==> src/verilog/decompose_consts.svh <==
`ifndef DECOMPOSE_CONSTS_SVH
`define DECOMPOSE_CONSTS_SVH

// ========================================
// Dilithium field and decompose constants
// ========================================

// Prime modulus q of the Dilithium ring
`define DILITHIUM_Q 23'd8380417

// GAMMA2 = (q-1)/32, the set used by ML-DSA-65 and ML-DSA-87
// With this choice r1 takes 16 values and fits in 4 bits
`define DILITHIUM_GAMMA2 23'd261888

// Width of one coefficient in [0, q-1]
`define COEFF_WIDTH 23

// Width of the high bits r1
`define R1_WIDTH 4

// Width of the centered low bits r0, two's complement
// GAMMA2 is below 2^19, so 20 bits hold the full signed range
`define R0_WIDTH 20

`endif

==> src/verilog/dilithium_coeff_pkg.sv <==
`default_nettype none

`include "decompose_consts.svh"

// Value types for coefficients and their decomposition
package dilithium_coeff_pkg;

    // ========================================
    // Scalar types
    // ========================================

    // Unsigned coefficient in [0, q-1]
    typedef logic [`COEFF_WIDTH-1:0] coeff_t;

    // High bits of a coefficient, 0 to 15
    typedef logic [`R1_WIDTH-1:0] r1_t;

    // Centered low bits, signed
    typedef logic signed [`R0_WIDTH-1:0] r0_t;

    // ========================================
    // Decomposition result
    // ========================================

    // One decomposed coefficient, r = r1*2*GAMMA2 + r0 (mod q)
    // z_nez is kept with the pair so the signature check needs no extra compare
    typedef struct packed {
        r1_t  r1;
        r0_t  r0;
        logic z_nez;
    } decomp_t;

endpackage

`default_nettype wire

==> src/verilog/decompose_stream_pkg.sv <==
`default_nettype none

// Items that move down the decompose pipeline
// Each item carries its own valid so a new coefficient can enter every cycle
package decompose_stream_pkg;

    import dilithium_coeff_pkg::*;

    // Input item, one coefficient and its hint bit
    typedef struct packed {
        logic   valid;
        logic   hint;
        coeff_t r;
    } coeff_in_t;

    // Between the two stages
    // The hint rides along untouched until UseHint is applied
    typedef struct packed {
        logic    valid;
        logic    hint;
        decomp_t decomp;
    } decomp_item_t;

    // Output item, the decomposition plus the hint-corrected high bits
    typedef struct packed {
        logic    valid;
        r1_t     r1_used;
        decomp_t decomp;
    } result_t;

endpackage

`default_nettype wire

==> src/verilog/decompose_r1_lut.sv <==
`default_nettype none

`include "decompose_consts.svh"

// Range lookup for the high bits of a coefficient
// r1 = k when (2k-1)*GAMMA2 < r <= (2k+1)*GAMMA2, and 0 for r <= GAMMA2
// Above 31*GAMMA2 the value wraps around q, so r1 is forced back to 0
module decompose_r1_lut
    import dilithium_coeff_pkg::*;
(
    input  wire coeff_t r,
    output r1_t         r1,
    output logic        r_corner,
    output logic        z_nez
);

    // Number of distinct r1 values
    localparam int unsigned NUM_R1 = 1 << `R1_WIDTH;

    localparam int unsigned GAMMA2 = `DILITHIUM_GAMMA2;

    // Upper end of the regular range, 31*GAMMA2
    localparam int unsigned TOP_BOUND = (2 * NUM_R1 - 1) * GAMMA2;

    // ========================================
    // High bits selection
    // ========================================

    // Each window is 2*GAMMA2 wide and centered on k*2*GAMMA2
    // At most one window matches, everything outside them stays at 0
    always_comb begin
        r1 = '0;
        for (int unsigned k = 1; k < NUM_R1; k++) begin
            if ((r > (2 * k - 1) * GAMMA2) && (r <= (2 * k + 1) * GAMMA2)) begin
                r1 = r1_t'(k);
            end
        end
    end

    // Corner flag covers 31*GAMMA2 and up
    // At exactly 31*GAMMA2 r1 is still 15, so the r0 datapath also checks r1
    always_comb begin
        r_corner = (r >= TOP_BOUND);
    end

    // Nonzero flag of the high bits
    always_comb begin
        z_nez = (r1 != '0);
    end

endmodule

`default_nettype wire

==> src/verilog/decompose_r0_calc.sv <==
`default_nettype none

`include "decompose_consts.svh"

// Centered low bits of a coefficient
// r0 = r - 2*GAMMA2*r1 in the regular range and r0 = r - q in the corner range
module decompose_r0_calc
    import dilithium_coeff_pkg::*;
(
    input  wire coeff_t r,
    input  wire r1_t    r1,
    input  wire         r_corner,
    output r0_t         r0
);

    // Step between two neighbouring r1 values
    localparam coeff_t TWO_GAMMA2 = `COEFF_WIDTH'(2 * `DILITHIUM_GAMMA2);

    // r1 * 2*GAMMA2, at most 15*2*GAMMA2 which still fits in a coefficient
    coeff_t prod;

    // Value removed from r
    coeff_t subtrahend;

    // One extra bit so the corner difference keeps its sign
    logic signed [`COEFF_WIDTH:0] diff;

    // ========================================
    // Multiple of 2*GAMMA2
    // ========================================

    // Shift and add over the four bits of r1, no multiplier needed
    always_comb begin
        prod = '0;
        for (int i = 0; i < `R1_WIDTH; i++) begin
            if (r1[i]) begin
                prod = prod + (TWO_GAMMA2 << i);
            end
        end
    end

    // In the corner range r1 was forced to 0 and r sits just below q
    // so subtracting q gives the small negative r0
    always_comb begin
        subtrahend = (r_corner && (r1 == '0)) ? `DILITHIUM_Q : prod;
    end

    always_comb begin
        diff = $signed({1'b0, r}) - $signed({1'b0, subtrahend});
    end

    // Result lies in [-GAMMA2, GAMMA2], the low 20 bits carry it exactly
    always_comb begin
        r0 = diff[`R0_WIDTH-1:0];
    end

endmodule

`default_nettype wire

==> src/verilog/decompose_stage.sv <==
`default_nettype none

// First pipeline stage
// Decomposes the incoming coefficient and registers it with its hint and valid
module decompose_stage
    import dilithium_coeff_pkg::*;
    import decompose_stream_pkg::*;
(
    input  wire               clk,
    input  wire               reset,
    input  wire coeff_in_t    in,
    output decomp_item_t      out
);

    // Lookup results
    r1_t  lut_r1;
    logic lut_corner;
    logic lut_z_nez;

    // Low bits from the subtract path
    r0_t calc_r0;

    // Decomposition ahead of the register
    decomp_t decomp_d;

    // ========================================
    // Combinational decompose
    // ========================================

    decompose_r1_lut r1_lut_i (
        .r        (in.r),
        .r1       (lut_r1),
        .r_corner (lut_corner),
        .z_nez    (lut_z_nez)
    );

    // r0 depends on r1 from the lookup, so this path is the longest of the stage
    decompose_r0_calc r0_calc_i (
        .r        (in.r),
        .r1       (lut_r1),
        .r_corner (lut_corner),
        .r0       (calc_r0)
    );

    always_comb begin
        decomp_d.r1    = lut_r1;
        decomp_d.r0    = calc_r0;
        decomp_d.z_nez = lut_z_nez;
    end

    // ========================================
    // Stage register
    // ========================================

    // Only the valid bit is cleared, the payload just loads on a strobe
    always_ff @(posedge clk) begin
        if (reset) begin
            out.valid <= 1'b0;
        end else begin
            out.valid <= in.valid;
        end
        if (in.valid) begin
            out.hint   <= in.hint;
            out.decomp <= decomp_d;
        end
    end

endmodule

`default_nettype wire

==> src/verilog/hint_apply.sv <==
`default_nettype none

// Second pipeline stage
// Applies UseHint to the high bits and registers the final result
module hint_apply
    import dilithium_coeff_pkg::*;
    import decompose_stream_pkg::*;
(
    input  wire               clk,
    input  wire               reset,
    input  wire decomp_item_t in,
    output result_t           out
);

    // Local copy of r0 so the compare below stays signed
    r0_t r0_val;

    // High when r0 is strictly positive
    logic r0_pos;

    // Both neighbours of r1, wrapping modulo 16 through the 4-bit width
    r1_t r1_inc;
    r1_t r1_dec;

    // Corrected high bits ahead of the register
    r1_t r1_used_d;

    // ========================================
    // UseHint
    // ========================================

    always_comb begin
        r0_val = in.decomp.r0;
        r0_pos = (r0_val > r0_t'(0));
    end

    // 15 + 1 gives 0 and 0 - 1 gives 15
    always_comb begin
        r1_inc = in.decomp.r1 + r1_t'(1);
        r1_dec = in.decomp.r1 - r1_t'(1);
    end

    // r0 of zero counts as not positive and takes the decrement
    always_comb begin
        if (!in.hint) begin
            r1_used_d = in.decomp.r1;
        end else if (r0_pos) begin
            r1_used_d = r1_inc;
        end else begin
            r1_used_d = r1_dec;
        end
    end

    // ========================================
    // Output register
    // ========================================

    always_ff @(posedge clk) begin
        if (reset) begin
            out.valid <= 1'b0;
        end else begin
            out.valid <= in.valid;
        end
        if (in.valid) begin
            out.r1_used <= r1_used_d;
            out.decomp  <= in.decomp;
        end
    end

endmodule

`default_nettype wire

==> src/verilog/decompose_top.sv <==
`default_nettype none

// Coefficient decompose unit
// Two register stages, so results appear 2 cycles after each in_valid strobe
module decompose_top
    import dilithium_coeff_pkg::*;
    import decompose_stream_pkg::*;
(
    input  wire         clk,
    input  wire         reset,
    input  wire         in_valid,
    input  wire         in_hint,
    input  wire coeff_t in_r,
    output logic        out_valid,
    output r1_t         out_r1,
    output r0_t         out_r0,
    output logic        out_z_nez,
    output r1_t         out_r1_used
);

    // Items along the pipeline
    coeff_in_t    stage_in;
    decomp_item_t stage_out;
    result_t      result;

    // Pack the loose input pins into one item
    assign stage_in = '{valid: in_valid, hint: in_hint, r: in_r};

    decompose_stage decompose_stage_i (
        .clk   (clk),
        .reset (reset),
        .in    (stage_in),
        .out   (stage_out)
    );

    hint_apply hint_apply_i (
        .clk   (clk),
        .reset (reset),
        .in    (stage_out),
        .out   (result)
    );

    // Unpack the result item onto the output ports
    assign out_valid   = result.valid;
    assign out_r1      = result.decomp.r1;
    assign out_r0      = result.decomp.r0;
    assign out_z_nez   = result.decomp.z_nez;
    assign out_r1_used = result.r1_used;

endmodule

`default_nettype wire

==> config.mk <==
export PLATFORM = sky130hd
export DESIGN_NAME = decompose_top
export DESIGN_NICKNAME = d
export VERILOG_FILES = /design/src/verilog/dilithium_coeff_pkg.sv /design/src/verilog/decompose_stream_pkg.sv /design/src/verilog/decompose_r1_lut.sv /design/src/verilog/decompose_r0_calc.sv /design/src/verilog/decompose_stage.sv /design/src/verilog/hint_apply.sv /design/src/verilog/decompose_top.sv
export VERILOG_INCLUDE_DIRS = /design/src /design/src/verilog
export SDC_FILE = /design/constraint.sdc
export NUM_CORES = 1
export LEC_CHECK = 0
export BUFFER_PORTS_ARGS = -buffer_cell sky130_fd_sc_hd__buf_2
export CORE_MARGIN = 1.5
export CORE_UTILIZATION = 55
export DETAILED_ROUTE_END_ITERATION = 10
export MAX_ROUTING_LAYER = met4
export PLACE_DENSITY = 0.88
export SYNTH_ARGS = -nofsm -noshare
export SYNTH_HDL_FRONTEND = slang
export SYNTH_SLANG_ARGS = --single-unit
==> constraint.sdc <==
create_clock -name clk -period 9.15 [get_ports clk]
set_input_delay 0.915 -clock clk [delete_from_list [all_inputs] [get_ports clk]]
set_output_delay 0.915 -clock clk [all_outputs]
set_load 0.01 [all_outputs]
==> flow_summary.yaml <==
run_status:
  status: "finished, final reports clean"
timing:
  timing.fmax_mhz: 150
  hold_viol: 0
  tns_ns: 0
  setup_viol: 0
  finalCriticalPeriod_ns: 6.67
  rsz0062_at_grt: "no"
  worst_pin_slew_ns: 1.26
  finalCritPeriodShare: 0.729
  maxSlewViolCount: 0
  slew_headroom: 0.158
  skew_ns: 0.00658
die:
  chipWidth_um: 83.4
  rows: 29
  ios: 57
  die_area_mm2: 0.00696
  dieHeight_um: 83.4
  initial_utilization: 0.563
  core-area_mm2: 0.00631
finish:
  area.sequential_mm2: 0.00169
  multi_input_area_mm2: 0.00170
  final_nets: 434
  design_area_mm2: 0.00398
  syn_to_final_growth_pct: 12.0
  antennaDiodeCount: 0
  layout-drive-gt1-share: 0.232
  fillers: 485
critical_path:
  slowest_stage: "or4b_1"
  startpoint_type: "input pin"
  cp-startpoint: "in_r[13]"
  cp_max_fo: 7
  slowest_delay_ns: 0.50
  worstSetupPathType: "in2reg"
  cp.arrival_ns: 6.74
  critPathRequiredTime_ns: 9.23
  crit_path_end_kind: "flop"
  cp_common_cell: "ha_1"
  r2r_start: "decompose_stage_i.out[4]$_DFFE_PP_"
  crit_chain: "buf_2 > and3_1 > nand4_1 > or2_2 > o41ai_1 > or3_1 > o221ai_2 > nor4_1 > ha_1 > inv_1 > or2_2 > nor2_1 > ha_1 > ha_1 > or4b_1 > o31a_1 > o21a_1 > o21ai_0 > a2111oi_0 > o21ai_0 > nand2b_1 > a21o_1 > a21oi_1 > xnor2_1"
  worst_r2r_path_depth: 9
detailed_routing:
  dr.pass1.iters: 5
  totalWireLength_mm: 8.68
  wirelength_met1_mm: 3.48
  top_layer: "met4"
  routedWlPerCell_um: 18.5
  vias: 2963
  drc: 0
  met3_length_um: 623
  routed-wl-met2_mm: 4.29
  drtAntennaViolNets: 0
  drt_iter0_drc: 299
  vias_per_cell: 6.30
yosys:
  synthCells: 334
  synth_adder_area_share: 0.0690
  yosys.area_share.xor_xnor: 0.0468
  synth_edf_count: 55
  synth-seq-area-share: 0.476
  synth-simple-area-share: 0.200
  synth-async-reset-ratio: 0
  synthDistinctLibCells: 64
  synth.avg_cell_area_um2: 10.6
  ys_ff_latch: 57
  synth_top_family_by_area: "simple AND/OR/NAND/NOR gates"
  synth.net_count: 380
  yosys_warnings: 0
  synthFlopType: "edfxtp_1"
  synth_compound_area_frac: 0.156
  synth_mux_area_frac: 0.00598
  synthesis.area_mm2: 0.00356
clock_tree:
  ctsResizeCount: 0
  cts_hold_buf: 0
  post_cts_buffers: 0
  cts_buffer_depth: 2
  cts.sinks: 57
  clock-root-buffer: "clkbuf_8"
  clk_latency_ns: 0.33
  path_clk_slew_ns: 0.06
  htree_levels: 3
  cts_buffers: 9
  cts_tree: "yes"
worst_hold_path:
  holdPathStages: 0
  hold_start: "decompose_stage_i.out[0]$_DFFE_PP_"
  hold_path.class: "reg2reg"
global_routing:
  grt_overflow: 0
  grt_pass1_vias: 2773
  grt_max_degree: 31
  grt_first_pass_wirelength_mm: 13.8
  antenna_found_initial: 0
  grt.total_usage: 0.261
placed_design:
  placed_area_mm2: 0.00383
  io_buffers: 56
  hpwl_mm: 6.46
  gp_congestion: 0.978
power_and_ir_drop:
  power.density_mw_per_mm2: 162
  leakagePower_nw: 1.54
  worst_ir_drop_vdd_mv: 0.138
run:
  max-cap-violations: 0
[worst paths after layout]
check / slack (ns) / to
setup / recovery: 2.48 / decompose_stage_i.out[19]$_DFFE_PP_
hold / removal: 0.44 / hint_apply_i.out[0]$_DFFE_PP_
setup reg to reg: 5.84 / hint_apply_i.out[28]$_DFFE_PP_
hold reg to reg: 0.44 / hint_apply_i.out[0]$_DFFE_PP_
[cells in the final DEF, fill, tap and decap left out, types with 3 or more instances in the layout]
master | Yosys | layout
buf_2 | 0 | 56
edfxtp_1 | 55 | 55
nand2_1 | 27 | 27
nor2_1 | 25 | 25
ha_1 | 18 | 18
inv_1 | 16 | 16
o21ai_0 | 15 | 15
nor4_1 | 14 | 14
a21oi_1 | 14 | 14
nor3_1 | 12 | 12
xnor2_1 | 10 | 10
nand3_1 | 9 | 9
xor2_1 | 9 | 9
clkbuf_8 | 4 | 9
nand4_1 | 8 | 8
or2_2 | 6 | 6
nand2b_1 | 5 | 5
or3_1 | 5 | 5
nor2b_1 | 4 | 4
o21a_1 | 4 | 4
a21o_1 | 4 | 4
o41ai_1 | 3 | 3
and2_2 | 3 | 3
a41oi_1 | 3 | 3
a221oi_1 | 3 | 3
a211oi_1 | 3 | 3
o31ai_1 | 3 | 3
clkbuf_1 | 5 | 3
[layout make-up]
class / count / share of cell area
Sequential cell: 57 / 0.425
Multi-Input combinational cell: 247 / 0.426
Clock inverter: 4 / 0.00503
Tap cell: 77 / 0.0242
Inverter: 17 / 0.0160
Timing Repair Buffer: 56 / 0.0704
Clock buffer: 12 / 0.0339
[layer usage]
metal  up-vias  GRT usage
met5         -          -
met4         0      0.118
met3        23     0.0447
met2       157      0.428
met1      1399      0.316
li1       1384          -
[cells in the mapped netlist, types with 9 or more instances]
cell / number / area (um2)
nand2_1: 27 / 101
nor3_1: 12 / 60.1
xnor2_1: 10 / 87.6
ha_1: 18 / 225
nor2_1: 25 / 93.8
nor4_1: 14 / 87.6
xor2_1: 9 / 78.8
inv_1: 16 / 60.1
edfxtp_1: 55 / 1650
a21oi_1: 14 / 70.1
o21ai_0: 15 / 75.1
nand3_1: 9 / 45.0
[stage by stage]
step	setup slack [ns]	util	std cells	hold slack (ns)	power, W
detailed placement	2.29	0.606	454	0.425	0.000462
floorplan	3.20	-	334	0.400	0.000419
global route	1.97	0.631	470	0.462	0.000672
finish	2.48	0.631	470	0.439	0.000646
CTS	2.61	0.631	470	0.443	0.000645
global placement	2.47	0.606	454	0.411	0.000455
[report_power, final]
group | internal (W) | leakage, nW | switching [W]
Combinational | 0.0000502 | 0.917 | 0.0000751
Sequential | 0.000320 | 0.544 | 0.0000142
Clock | 0.0000959 | 0.0754 | 0.0000900
[registers in the layout, summed over array words and instances, names as in the netlist]
register / cells
hint_apply_i.out: 30
decompose_stage_i.out: 27
[cell families (layout without fill, tap and decap cells)]
logic type                 count (synthesis)  in the layout
DFF                                       57             57
muxes                                      2              2
AOI/OAI and AO/OA                         74             74
adders and majority gates                 19             19
and+or+nand+nor                          133            133
buffers and inverters                     30             89
xor gates and xnor gates                  19             19
[worst max-delay path, delay by kind of cell]
kind                     cells  cell delay, ns
buffers and inverters        2            0.19
adder cells (fa/ha/maj)      3            0.70
AO/OA/AOI/OAI                9            2.10
AND/OR/NAND/NOR              9            2.73
XOR/XNOR                     1            0.09
Power figures use the tool's default switching activity.
